[src/source/pa_pkg.sv]
package pa_pkg;

	// default data width of the arithmetic unit
	localparam int pa_width = 16;

	// instruction operations, unlisted codes act as no-op
	typedef enum logic [3:0] {
		op_lw  = 4'h0,
		op_lwr = 4'h1,
		op_aw  = 4'h2,
		op_sw  = 4'h3,
		op_nr  = 4'h4,
		op_or  = 4'h5,
		op_er  = 4'h6,
		op_cw  = 4'h7,
		op_slz = 4'h8,
		op_shc = 4'h9
	} pa_opcode_t;

	// operand bus sources
	typedef enum logic [1:0] {
		src_data = 2'd0,
		src_ar   = 2'd1,
		src_imm  = 2'd2
	} pa_src_t;

	// alu functions
	typedef enum logic [2:0] {
		alu_pass = 3'd0,
		alu_add  = 3'd1,
		alu_sub  = 3'd2,
		alu_and  = 3'd3,
		alu_or   = 3'd4,
		alu_xor  = 3'd5
	} pa_aluop_t;

	// one instruction word, two formats
	typedef union packed {
		struct packed {
			pa_opcode_t opcode;
			pa_src_t    src;
			logic [1:0] reserved;
			logic [7:0] imm;
		} arith;
		struct packed {
			pa_opcode_t opcode;
			logic [6:0] reserved;
			logic       fill;
			logic [3:0] count;
		} shift;
	} pa_instr_t;

endpackage

[src/source/pa_ctrl_if.sv]
`timescale 1ns/10ps

interface pa_ctrl_if;
	import pa_pkg::*;

	// operand bus and alu steering
	pa_src_t   src;
	pa_aluop_t aluop;

	// register write strobes
	logic load_ac;
	logic load_ar;

	// shift register control
	logic at_load;
	logic at_step;
	logic at_to_ac;

	modport ctrl (
		output src, aluop, load_ac, load_ar, at_load, at_step, at_to_ac
	);

	modport dp (
		input src, aluop, load_ac, load_ar, at_load, at_step, at_to_ac
	);

endinterface

[src/source/pa_shift_timer.sv]
`timescale 1ns/10ps

module pa_shift_timer (
	input  logic       clk,
	input  logic       rst,
	input  logic       load,
	input  logic [3:0] count,
	output logic       expired
);

	logic [3:0] cnt;

	// counts down to zero and rests there
	always_ff @(posedge clk) begin
		if (rst)
			cnt <= 4'd0;
		else if (load)
			cnt <= count;
		else if (cnt != 4'd0)
			cnt <= cnt - 4'd1;
	end

	assign expired = (cnt == 4'd0);

	// a new count only starts once the last one has run out
	a_load_when_expired: assert property (@(posedge clk) disable iff (rst)
		load |-> expired);

endmodule

[src/source/pa_alu.sv]
`timescale 1ns/10ps

module pa_alu #(
	parameter int WIDTH = pa_pkg::pa_width
) (
	input  logic [WIDTH-1:0] a,
	input  logic [WIDTH-1:0] b,
	input  pa_pkg::pa_aluop_t aluop,
	output logic [WIDTH-1:0] f,
	output logic             carry,
	output logic             zero
);
	import pa_pkg::*;

	logic [WIDTH-1:0] b_in;
	logic             cin;
	logic [WIDTH:0]   sum;

	// subtract is a + ~b + 1 on the same adder
	assign cin = (aluop == alu_sub);
	assign b_in = cin ? ~b : b;
	assign sum = {1'b0, a} + {1'b0, b_in} + {{WIDTH{1'b0}}, cin};

	always_comb begin
		carry = 1'b0;
		case (aluop)
			alu_pass: f = b;
			alu_add, alu_sub: begin
				f = sum[WIDTH-1:0];
				carry = sum[WIDTH];
			end
			alu_and: f = a & b;
			alu_or: f = a | b;
			alu_xor: f = a ^ b;
			default: f = b;
		endcase
	end

	assign zero = (f == '0);

endmodule

[src/source/pa_sequencer.sv]
`timescale 1ns/10ps

module pa_sequencer (
	input  logic              clk,
	input  logic              rst,
	input  logic              start,
	input  pa_pkg::pa_instr_t instr,
	input  logic              expired,
	output logic              timer_load,
	output logic [3:0]        timer_count,
	output logic              busy,
	output logic              done,
	pa_ctrl_if.ctrl           ctl
);
	import pa_pkg::*;

	localparam logic [2:0] st_idle      = 3'd0;
	localparam logic [2:0] st_decode    = 3'd1;
	localparam logic [2:0] st_execute   = 3'd2;
	localparam logic [2:0] st_shift     = 3'd3;
	localparam logic [2:0] st_writeback = 3'd4;

	logic [2:0] state;
	logic [2:0] next_state;
	pa_instr_t  ir;
	logic       accept;
	logic       is_shift;
	logic       writes_ac;
	logic       writes_ar;

	assign busy = (state != st_idle);
	assign done = (state == st_writeback);
	assign accept = start && !busy;

	always_ff @(posedge clk) begin
		if (accept)
			ir <= instr;
	end

	always_ff @(posedge clk) begin
		if (rst)
			state <= st_idle;
		else
			state <= next_state;
	end

	// opcode decode through the arith view
	always_comb begin
		is_shift = 1'b0;
		writes_ac = 1'b0;
		writes_ar = 1'b0;
		ctl.aluop = alu_pass;
		case (ir.arith.opcode)
			op_lw: writes_ac = 1'b1;
			op_lwr: writes_ar = 1'b1;
			op_aw: begin
				writes_ac = 1'b1;
				ctl.aluop = alu_add;
			end
			// compare goes through load_ac, AC write is held off in the datapath
			op_sw, op_cw: begin
				writes_ac = 1'b1;
				ctl.aluop = alu_sub;
			end
			op_nr: begin
				writes_ac = 1'b1;
				ctl.aluop = alu_and;
			end
			op_or: begin
				writes_ac = 1'b1;
				ctl.aluop = alu_or;
			end
			op_er: begin
				writes_ac = 1'b1;
				ctl.aluop = alu_xor;
			end
			op_slz, op_shc: is_shift = 1'b1;
			default: is_shift = 1'b0;
		endcase
	end

	assign ctl.src = ir.arith.src;
	assign timer_count = ir.shift.count;

	always_comb begin
		next_state = state;
		timer_load = 1'b0;
		ctl.load_ac = 1'b0;
		ctl.load_ar = 1'b0;
		ctl.at_load = 1'b0;
		ctl.at_step = 1'b0;
		ctl.at_to_ac = 1'b0;
		case (state)
			st_idle: begin
				if (start)
					next_state = st_decode;
			end
			st_decode: begin
				if (is_shift) begin
					timer_load = 1'b1;
					ctl.at_load = 1'b1;
					next_state = st_shift;
				end else begin
					next_state = st_execute;
				end
			end
			st_execute: begin
				ctl.load_ac = writes_ac;
				ctl.load_ar = writes_ar;
				next_state = st_writeback;
			end
			// one AT step per cycle, AT goes back to AC on the last one
			st_shift: begin
				if (expired) begin
					ctl.at_to_ac = 1'b1;
					next_state = st_writeback;
				end else begin
					ctl.at_step = 1'b1;
				end
			end
			st_writeback: next_state = st_idle;
			default: next_state = st_idle;
		endcase
	end

	// timer leaves zero once a nonzero count is loaded
	a_timer_took_count: assert property (@(posedge clk) disable iff (rst)
		(timer_load && timer_count != 4'd0) |=> !expired);

endmodule

[src/source/pa_datapath.sv]
`timescale 1ns/10ps

module pa_datapath #(
	parameter int WIDTH = pa_pkg::pa_width
) (
	input  logic              clk,
	input  logic              rst,
	input  logic              start_accept,
	input  pa_pkg::pa_instr_t instr,
	input  logic [WIDTH-1:0]  data,
	pa_ctrl_if.dp             ctl,
	output logic [WIDTH-1:0]  ac,
	output logic [WIDTH-1:0]  ar,
	output logic              zero_flag,
	output logic              carry_flag
);
	import pa_pkg::*;

	pa_instr_t        ir;
	logic [WIDTH-1:0] dr;
	logic [WIDTH-1:0] at;
	logic [WIDTH-1:0] bus;
	logic [WIDTH-1:0] f;
	logic             alu_carry;
	logic             alu_zero;
	logic             is_compare;

	always_ff @(posedge clk) begin
		if (start_accept) begin
			ir <= instr;
			dr <= data;
		end
	end

	// operand bus, immediate is sign-extended
	always_comb begin
		case (ctl.src)
			src_ar: bus = ar;
			src_imm: bus = {{(WIDTH-8){ir.arith.imm[7]}}, ir.arith.imm};
			default: bus = dr;
		endcase
	end

	pa_alu #(
		.WIDTH(WIDTH)
	) alu_i (
		.a(ac),
		.b(bus),
		.aluop(ctl.aluop),
		.f(f),
		.carry(alu_carry),
		.zero(alu_zero)
	);

	assign is_compare = (ir.arith.opcode == op_cw);

	// AC and flags; a compare only touches the flags
	always_ff @(posedge clk) begin
		if (rst) begin
			ac <= '0;
			zero_flag <= 1'b0;
			carry_flag <= 1'b0;
		end else if (ctl.load_ac) begin
			if (!is_compare)
				ac <= f;
			zero_flag <= alu_zero;
			carry_flag <= alu_carry;
		end else if (ctl.at_to_ac) begin
			ac <= at;
			zero_flag <= (at == '0);
		end
	end

	always_ff @(posedge clk) begin
		if (rst)
			ar <= '0;
		else if (ctl.load_ar)
			ar <= bus;
	end

	// shift left takes the fill bit in, rotate right wraps bit 0 to the top
	always_ff @(posedge clk) begin
		if (rst) begin
			at <= '0;
		end else if (ctl.at_load) begin
			at <= ac;
		end else if (ctl.at_step) begin
			if (ir.shift.opcode == op_slz)
				at <= {at[WIDTH-2:0], ir.shift.fill};
			else
				at <= {at[0], at[WIDTH-1:1]};
		end
	end

	// load_ac and at_to_ac never come together
	a_one_ac_writer: assert property (@(posedge clk) disable iff (rst)
		!(ctl.load_ac && ctl.at_to_ac));

endmodule

[src/source/pa_top.sv]
`timescale 1ns/10ps

module pa_top #(
	parameter int WIDTH = pa_pkg::pa_width
) (
	input  logic             clk,
	input  logic             rst,
	input  logic             start,
	input  logic [15:0]      instr,
	input  logic [WIDTH-1:0] data,
	output logic [WIDTH-1:0] ac,
	output logic [WIDTH-1:0] ar,
	output logic             zero_flag,
	output logic             carry_flag,
	output logic             busy,
	output logic             done
);

	logic       timer_load;
	logic [3:0] timer_count;
	logic       expired;
	logic       start_accept;

	pa_ctrl_if ctl_if ();

	// a start while busy is dropped
	assign start_accept = start && !busy;

	pa_sequencer sequencer_i (
		.clk(clk),
		.rst(rst),
		.start(start),
		.instr(instr),
		.expired(expired),
		.timer_load(timer_load),
		.timer_count(timer_count),
		.busy(busy),
		.done(done),
		.ctl(ctl_if.ctrl)
	);

	pa_shift_timer timer_i (
		.clk(clk),
		.rst(rst),
		.load(timer_load),
		.count(timer_count),
		.expired(expired)
	);

	pa_datapath #(
		.WIDTH(WIDTH)
	) datapath_i (
		.clk(clk),
		.rst(rst),
		.start_accept(start_accept),
		.instr(instr),
		.data(data),
		.ctl(ctl_if.dp),
		.ac(ac),
		.ar(ar),
		.zero_flag(zero_flag),
		.carry_flag(carry_flag)
	);

endmodule

[config.mk]
export PLATFORM = sky130hd
export DESIGN_NAME = pa_top
export DESIGN_NICKNAME = d
export VERILOG_FILES = /design/src/source/pa_pkg.sv /design/src/source/pa_ctrl_if.sv /design/src/source/pa_shift_timer.sv /design/src/source/pa_alu.sv /design/src/source/pa_sequencer.sv /design/src/source/pa_datapath.sv /design/src/source/pa_top.sv
export SDC_FILE = /design/constraint.sdc
export NUM_CORES = 1
export LEC_CHECK = 0
export ABC_AREA = 1
export BUFFER_PORTS_ARGS = -buffer_cell sky130_fd_sc_hd__buf_2
export CAP_MARGIN = 20
export CELL_PAD_IN_SITES_DETAIL_PLACEMENT = 0
export CELL_PAD_IN_SITES_GLOBAL_PLACEMENT = 1
export CORE_UTILIZATION = 43
export CTS_CLUSTER_SIZE = 24
export DETAILED_ROUTE_END_ITERATION = 7
export PLACE_DENSITY = 0.91
export SYNTH_ARGS = -nofsm -noshare
export SYNTH_HDL_FRONTEND = slang
export SYNTH_SLANG_ARGS = --single-unit
[constraint.sdc]
create_clock -name clk -period 4.35 [get_ports clk]
set_clock_uncertainty 0.1 [all_clocks]
set_input_delay 0.2175 -clock clk [delete_from_list [all_inputs] [get_ports clk]]
set_output_delay 0.2175 -clock clk [all_outputs]
set_load 0.03 [all_outputs]
==> flow_summary.yaml, run 1 <==
layout:
  diodes: 0
  syn2layout_area_growth_pct: 18.5
  drive_gt1_share_pct: 13.8
  final_nets: 1006
sta:
  setup_viol: 0
  min_period_ps: 3850
  slew_viol_final: 0
  tightest_slew_ps: 1130
  finalHoldViolCount: 0
  fin_tns_setup_ps: 0
  fmax_ghz: 0.260
  period_share_pct: 88.5
  maxSlewHeadroom_pct: 24.5
  whs_ps: 142
  rsz0062_at_grt: "false"
detailed_routing:
  drc_errors: 0
  dr.pass1.iters: 4
  wl_um: 17000
  drt-wirelength-per-cell_um: 15.4
  ant_nets: 0
  num_vias: 5824
  vias_per_cell: 5.30
  drtIter0Drc: 522
outcome:
  status: "completed"
setup_path:
  critPathKind: "flip-flop to flip-flop"
  cp.arrival_ps: 4020
  crit_required_ps: 4520
  critPathMaxFanout: 22
  start_kind: "flip-flop"
  cp-end-kind: "flip-flop"
hold_path:
  hp-class: "primary input to flip-flop"
synthesis:
  synth_fp_nets: 921
  ys_ff_latch: 87
  syn-mean-instance-area_sq_um: 7.24
  synthTopCellsByArea: "dfxtp_1, edfxtp_1, nand2_1"
  synthArstFlopShare_pct: 0
  yosys_warnings: 0
  syn-instance-count: 832
  netlist.area_leader.share_pct: 18.9
  synth-edff-count: 30
  netlist_area_sq_um: 6030
  synth.yosys.seq_area_share_pct: 33.9
  synth_top_cell_by_area: "dfxtp_1"
  ys_types: 40
  synthFlopType: "dfxtp_1"
floorplan:
  coreArea_sq_um: 13500
  die_h_um: 120
  dieWidth_um: 120
  dieArea_sq_um: 14500
  start_util_pct: 44.8
  rows: 42
  io_pins: 71
place:
  gp_congestion: 0.850
  dp_hpwl_um: 11800
  place.port_buffers: 68
power:
  clockPowerShare_pct: 30.0
  p_per_area_nw_per_um2: 392
  ir_worst_vdd_mv: 0.272
  p_seq_share_pct: 34.5
  combPwrFrac_pct: 35.4
  p_int_mw: 1.77
  switchingPower_mw: 1.03
  sw_frac_of_total_pct: 36.7
  power_leakage_nw: 3.22
clocking:
  clock_sinks: 87
  clk_pin_slew_ps: 60
  cts_tree: "built"
  h-tree-depth: 3
  cts_hold_buf: 30
  root_buffer: "clkbuf_16"
  ctsResizeCount: 0
  clk_latency_ps: 340
  cts_setup_buffers: 0
  numCtsBuffers: 9
  cts.path.max_buffers: 2
global_route:
  overflow: 0
  grt_pass1_wl_um: 27000
  first_global_vias: 5328
  antenna_found_initial: 0
  grt_start_max_net_pins: 33
  grt_usage_pct: 23.9
job:
  cap_violations: 0
routing by layer:
layer | up-vias | wire, um | GRT usage (%)
li1 | 2957 | - | -
met1 | 2657 | 7780 | 32.0
met2 | 193 | 7850 | 40.3
met3 | 17 | 1090 | 2.88
met4 | 0 | 229 | 6.87
met5 | - | 0 | 0
sequential cells by signal, summed over array words and instances (netlist names):
name,count
timer_i.cnt,4
datapath_i.carry_flag,1
datapath_i.zero_flag,1
datapath_i.ac,16
datapath_i.dr,16
datapath_i.ar,16
sequencer_i.state,3
datapath_i.at,16
sequencer_i.ir,14
worst max-delay path: stages, from the launching register on:
cell	delay, ps
edfxtp_1	360
inv_1	50
ha_1	350
inv_2	340
or2_1	230
nand3_2	180
and2_1	220
fa_1	430
nor2_1	130
nor2_1	50
nand2_1	50
nand2_1	60
nor2_1	90
nand2_1	80
nor2_2	90
nand3_1	90
nor2_1	130
nand3_1	120
nor2_1	120
nand3_1	80
nor2_1	150
nand3_1	150
a21oi_2	140
final timing paths:
check	start	end	slack, ps	depth (start not counted)
max	sequencer_i.ir[10]	datapath_i.zero_flag	500	22
min	start	sequencer_i.state[0]	140	5
max reg2reg	sequencer_i.ir[10]	datapath_i.zero_flag	500	22
min reg2reg	datapath_i.at[1]	datapath_i.at[1]	380	2
through the flow:
step | cells | total power, mW | worst slack, ps | area, sq um | utilization [%]
global route | 1098 | 2.98 | 136 | 7140 | 53.1
CTS | 1097 | 2.79 | 526 | 7130 | 53.0
finish | 1098 | 2.80 | 500 | 7140 | 53.1
floorplan | 832 | 1.70 | 1210 | 6030 | -
detailed placement | 1051 | 1.93 | 553 | 6500 | 48.3
global placement | 1051 | 1.92 | 569 | 6500 | 48.3
cell usage after synthesis, types with 6 or more instances:
cell      number
xor2_1        16
nor2_1        46
buf_2         10
o211ai_1      24
nor3_1         7
a221oi_1       6
nand3_1       42
edfxtp_1      30
a211oi_1      12
o21ai_1       14
inv_1         98
dfxtp_1       57
clkbuf_1      19
o21ai_2        7
nand2_1      205
o21ai_0       58
ha_1          53
nand4_1        8
inv_2          8
a21oi_1       76
logic make-up (layout without fill, tap and decap cells):
kind of cell             after synthesis  after routing  share of synthesized area [%]
XOR/XNOR                              16             16                           2.33
AO/OA/AOI/OAI                        205            205                           19.8
flip-flops                            87             87                           33.9
AND/OR/NAND/NOR                      328            328                           23.1
adder cells (fa/ha/maj)               54             54                           11.3
buffers and inverters                142            232                           9.55
layout make-up:
class,count,area (sq um)
inverter,107,402
multi-input combinational,603,3420
timing repair buffer,109,731
fill,1327,6310
tap,176,220
sequential,87,2040
clock buffer,11,243
clock inverter,5,81.3
power groups by stage:
| stage | sequential (mW) | combinational (mW) | clock [mW] |
|---|---|---|---|
| after detailed placement | 0.982 | 0.951 | 0 |
| after CTS | 0.965 | 0.979 | 0.845 |
| final | 0.968 | 0.993 | 0.842 |
| after floorplan | 0.988 | 0.707 | 0 |
| after global placement | 0.982 | 0.941 | 0 |
| after global routing | 0.976 | 1.12 | 0.883 |
cells in the final DEF, fill, tap and decap left out, drive strengths merged, types with 2 or more instances in the layout:
cell type    netlist  layout
or2                2       2
nor2              49      49
nand3b             3       3
nand2            211     211
edfxtp            30      30
a211oi            12      12
inv              106     106
a21oi             78      78
a221oi             6       6
clkinv             1       3
nor4               2       2
nand4              8       8
dlygate4sd3        0      30
nand3             45      45
ha                53      53
nor3               7       7
o21ai             79      79
buf               16      79
o21a               2       2
o211ai            24      24
bufinv             0       2
xor2              16      16
dfxtp             57      57
clkbuf            19      11
(Power assumes the default switching activity.)
==> run 2, diff against run 1 <==
PLACE_DENSITY = not set   (was 0.91)
PLACE_DENSITY_LB_ADDON = 0.1   (was not set)
==> flow_summary.yaml, run 2 (synthesized netlist as in run 1, its figures left out) <==
outcome:
  status: "completed"
detailed_routing:
  wl_met3_um: 1200
  drtIter0Drc: 357
  num_vias: 5884
  drc_errors: 0
  ant_nets: 0
  wl_met1_um: 8290
  dr.pass1.iters: 5
  vias_per_cell: 5.35
  drt-wirelength-per-cell_um: 16.0
  wl_um: 17600
  top_layer: "met4"
  met2_length_um: 7770
sta:
  fmax_ghz: 0.259
  finalHoldViolCount: 0
  slew_viol_final: 0
  min_period_ps: 3860
  setup_viol: 0
  setup_ws_ps: 485
  fin_tns_setup_ps: 0
  maxSlewHeadroom_pct: 25.5
  tightest_slew_ps: 1120
  rsz0062_at_grt: "false"
  period_share_pct: 88.8
floorplan:
  dieWidth_um: 120
  dieArea_sq_um: 14500
  io_pins: 71
  rows: 42
  die_h_um: 120
  coreArea_sq_um: 13500
  start_util_pct: 44.8
global_route:
  grt_start_max_net_pins: 33
  grt_usage_pct: 25.1
  grt_pass1_wl_um: 28300
  antenna_found_initial: 0
  first_global_vias: 5550
  overflow: 0
clocking:
  numCtsBuffers: 9
  h-tree-depth: 3
  clock_sinks: 87
  clk_pin_slew_ps: 70
  root_buffer: "clkbuf_16"
  cts_tree: "built"
  cts.path.max_buffers: 2
  clk_latency_ps: 330
layout:
  nFillCells: 1359
  final_common_cell: "nand2_1"
  fin_area_sq_um: 7150
  diodes: 0
  syn2layout_area_growth_pct: 18.6
  drive_gt1_share_pct: 14.0
  final_nets: 1007
  final_cell_mix: "nand2_1, inv_1, a21oi_1, buf_2, o21ai_0"
setup_path:
  critPathTopFamily: "simple AND/OR/NAND/NOR gates"
  critPathBufInv: 1
  rr_worst_depth: 21
  cp-end-kind: "flip-flop"
  start_kind: "flip-flop"
  cp.arrival_ps: 4030
  crit_required_ps: 4520
  critPathKind: "flip-flop to flip-flop"
  crit_slowest_cell: "fa_1"
  r2r_setup_slack_ps: 490
  cp_common_cell: "nand2_1"
  slowest_delay_ps: 430
  path_cells: "ha_1 -> inv_2 -> or2_1 -> nand3_2 -> and2_1 -> fa_1 -> nand3_1 -> nand2_1 -> nand2_1 -> nand2_1 -> nand2_1 -> nand2_1 -> nand2_1 -> nand3_1 -> nand3_1 -> nand2_1 -> nand2_1 -> nand3_1 -> nor2_1 -> nand3_1 -> a21oi_2"
  crit_cells: 21
  critPathMaxFanout: 22
job:
  cap_violations: 0
place:
  placed_area_sq_um: 6510
  dp_hpwl_um: 12700
  pre_cts_slack_ps: 508
  place.port_buffers: 68
  gp_congestion: 0.849
hold_path:
  hp-class: "primary input to flip-flop"
  hold_path_depth: 5
power:
  ir_worst_vdd_mv: 0.238
  power_leakage_nw: 3.22
  p_per_area_nw_per_um2: 394
-- run 2: final cells by class --
type | count | area [sq um] | area share (%)
tap | 176 | 220 | 3.08
timing repair buffer | 110 | 738 | 10.3
clock buffer | 9 | 225 | 3.15
sequential | 87 | 2040 | 28.6
multi-input combinational | 603 | 3420 | 47.9
clock inverter | 7 | 96.3 | 1.35
inverter | 107 | 402 | 5.62
-- run 2: layer usage --
layer / track usage (%) / up-vias
met5: 0 / -
met4: 8.02 / 0
li1: - / 2951
met3: 4.39 / 32
met1: 34.6 / 2698
met2: 39.8 / 203
-- run 2: power by group --
group | total, mW | switching [mW] | leakage, nW | internal [mW]
Combinational | 1.02 | 0.681 | 2.33 | 0.339
Clock | 0.828 | 0.324 | 0.148 | 0.504
Sequential | 0.967 | 0.0469 | 0.747 | 0.920
Total | 2.82 | 1.05 | 3.22 | 1.76
-- run 2: path summary, 6_finish.rpt --
path,endpoint,from
worst max register to register,datapath_i.zero_flag,sequencer_i.ir[11]
worst min register to register,datapath_i.at[1],datapath_i.at[1]
worst max-delay path,datapath_i.zero_flag,sequencer_i.ir[11]
worst min-delay path,sequencer_i.state[0],start
-- run 2: repair_timing --
item | CTS | global route
endpoints found under the hold margin | 30 | 0
endpoints found under the setup margin | 0 | 0
gates resized for setup | 0 | 0
setup buffers | 0 | 0
hold buffers | 30 | 0
-- run 2: per-stage QoR --
stage               instances  total power [mW]  hold slack (ps)  util [%]
detailed placement       1052              1.97              296      48.4
CTS                      1098              2.82              157      53.0
floorplan                 832              1.70              196         -
global placement         1052              1.94              293      48.4
global route             1099              3.01              185      53.1
finish                   1099              2.82              161      53.1
-- run 2: worst reg2reg max path, cell delays in order (launching register included) --
cell      delay, ps
edfxtp_1        410
ha_1            350
inv_2           340
or2_1           240
nand3_2         190
and2_1          230
fa_1            430
nand3_1         130
nand2_1         100
nand2_1          90
nand2_1          90
nand2_1          90
nand2_1          70
nand2_1         100
nand3_1          80
nand3_1          90
nand2_1          50
nand2_1          90
nand3_1          80
nor2_1          150
nand3_1         150
a21oi_2         140
==> run 3, diff against run 2 <==
CORE_UTILIZATION = 44   (was 43)
SYNTH_HIERARCHICAL = 1   (was not set)
==> flow_summary.yaml, run 3 <==
outcome:
  status: "completed"
setup_path:
  critPathBufInv: 4
  critPathKind: "flip-flop to flip-flop"
  r2r_setup_slack_ps: 410
  cp_common_cell: "nor2_1"
  path_cells: "ha_1 -> clkinvlp_4 -> buf_4 -> o21a_1 -> inv_1 -> inv_1 -> xor2_1 -> ha_1 -> a21oi_1 -> nor2_1 -> nor2_1 -> nand2_1 -> nand2_1 -> nand3_1 -> nand3_2 -> nand3_2 -> nor2_1 -> nand2_1 -> nor2_1 -> a22oi_1 -> a21oi_1"
  cp-end-kind: "flip-flop"
  cp.arrival_ps: 4110
  critPathMaxFanout: 13
  slowest_delay_ps: 390
  start_kind: "flip-flop"
  crit_required_ps: 4520
  critPathTopFamily: "simple AND/OR/NAND/NOR gates"
  crit_slowest_cell: "edfxtp_1"
detailed_routing:
  vias_per_cell: 5.07
  dr.pass1.iters: 5
  drc_errors: 0
  drtIter0Drc: 396
  drt-wirelength-per-cell_um: 14.7
  wl_um: 18100
  ant_nets: 0
  num_vias: 6231
floorplan:
  io_pins: 71
  rows: 45
  coreArea_sq_um: 15200
  start_util_pct: 44.9
  dieWidth_um: 127
  die_h_um: 127
  dieArea_sq_um: 16000
layout:
  final_nets: 1125
  drive_gt1_share_pct: 12.3
  seqCellArea_sq_um: 2280
  final_cell_mix: "nand2_1, inv_1, nand3_1, nor2_1, a21oi_1"
  syn2layout_area_growth_pct: 14.7
  nFillCells: 1547
  utilization_pct: 51.5
  final_common_cell: "nand2_1"
  diodes: 0
  multi_input_area_sq_um: 3720
sta:
  finalHoldViolCount: 0
  min_period_ps: 3940
  tightest_slew_ps: 1030
  rsz0062_at_grt: "false"
  period_share_pct: 90.5
  fin_tns_setup_ps: 0
  fmax_ghz: 0.254
  whs_ps: 182
  maxSlewHeadroom_pct: 31.5
  setup_viol: 0
  slew_viol_final: 0
synthesis:
  synthFlopType: "dfxtp_1"
  netlist_area_sq_um: 6830
  yosys_warnings: 6
  synth-edff-count: 38
  syn-mean-instance-area_sq_um: 7.08
  synth.yosys.seq_area_share_pct: 33.4
  synthTopCellsByArea: "dfxtp_1, edfxtp_1, nand2_1"
  netlist.area_leader.share_pct: 16.7
  synth_top_cell_by_area: "dfxtp_1"
  synth_commonest_cells: "nand2_1, inv_1, nand3_1"
  syn-instance-count: 965
  ys_types: 43
  ys_ff_latch: 95
  synth_fp_nets: 1053
  synth_most_common_cell: "nand2_1"
  synthArstFlopShare_pct: 0
place:
  place.port_buffers: 68
  dp_hpwl_um: 13400
  gp_congestion: 0.849
clocking:
  h-tree-depth: 3
  cts_tree: "built"
  root_buffer: "clkbuf_16"
  cts.path.max_buffers: 2
  numCtsBuffers: 9
  clock_sinks: 95
  clk_pin_slew_ps: 70
  clk_latency_ps: 340
global_route:
  antenna_found_initial: 0
  grt_usage_pct: 23.6
  grt_pass1_wl_um: 30200
  grt_start_max_net_pins: 36
  overflow: 0
  first_global_vias: 5857
power:
  ir_worst_vdd_mv: 0.248
  power_mw: 3.21
  power_leakage_nw: 3.76
  p_per_area_nw_per_um2: 410
hold_path:
  hp-class: "primary input to flip-flop"
job:
  cap_violations: 0
-- run 3: changes by cell type after synthesis, moves of 8 or more --
cell,previous run,this run
buf_4,2,12
a211oi_1,12,2
o211ai_1,24,5
buf_2,10,19
clkbuf_1,19,6
nand2_1,205,215
edfxtp_1,30,38
nand3_1,42,91
inv_1,98,138
o21ai_0,58,41
a22oi_1,1,17
nor2_1,46,89
o21ai_1,14,3
-- run 3: layout make-up --
| type | count | area share (%) |
|---|---|---|
| Timing Repair Buffer | 105 | 8.95 |
| Clock buffer | 10 | 3.05 |
| Multi-Input combinational cell | 678 | 47.6 |
| Sequential cell | 95 | 29.1 |
| Tap cell | 188 | 3.00 |
| Clock inverter | 6 | 1.17 |
| Inverter | 148 | 7.14 |
-- run 3: path summary, 6_finish.rpt --
kind / startpoint / to / depth (start not counted)
worst max-delay path: sequencer_i/ir[11] / datapath_i/zero_flag / 21
worst min-delay path: start / datapath_i/ir[15] / 3
worst max register to register: sequencer_i/ir[11] / datapath_i/zero_flag / 21
worst min register to register: timer_i/cnt[0] / timer_i/cnt[0] / 2
-- run 3: logic make-up after synthesis --
family / after synthesis / share of synthesized area (%)
DFF: 95 / 33.4
xor gates and xnor gates: 15 / 1.92
buffers and inverters: 192 / 12.2
AOI/OAI and AO/OA: 170 / 14.3
adders and majority gates: 53 / 9.82
and+or+nand+nor: 440 / 28.3
-- run 3: metal layers --
| layer | global-route usage [%] | vias up | part of all wire, % |
|---|---|---|---|
| met2 | 37.9 | 124 | 44 |
| met3 | 2.36 | 16 | 3.4 |
| met1 | 34.2 | 2804 | 51 |
| li1 | - | 3287 | - |
| met5 | 0 | - | 0 |
| met4 | 5.46 | 0 | 1.3 |
-- run 3: repair_timing --
item	CTS	global route
endpoints found under the hold margin	38	0
endpoints found under the setup margin	0	2
resized for setup	0	3
hold buffers	30	0
setup buffers	0	0
-- run 3: worst reg2reg max path: stages (launching register included) --
cell	delay [ps]
edfxtp_1	390
ha_1	330
clkinvlp_4	220
buf_4	250
o21a_1	200
inv_1	150
inv_1	90
xor2_1	170
ha_1	360
a21oi_1	300
nor2_1	110
nor2_1	130
nand2_1	100
nand2_1	120
nand3_1	100
nand3_2	100
nand3_2	90
nor2_1	150
nand2_1	70
nor2_1	90
a22oi_1	90
a21oi_1	150
-- run 3: report_power, final --
group	switching [mW]	leakage (nW)	internal [mW]
clock network	0.344	0.163	0.523
registers	0.0733	0.823	1.02
logic	0.825	2.77	0.421
-- run 3: per-stage QoR --
step | cells | instance area, sq um | worst slack (ps)
after detailed placement | 1182 | 7170 | 353
after global routing | 1230 | 7830 | 6.72
after floorplan | 965 | 6830 | 905
final | 1230 | 7830 | 412
after global placement | 1182 | 7170 | 434
after CTS | 1228 | 7800 | 331
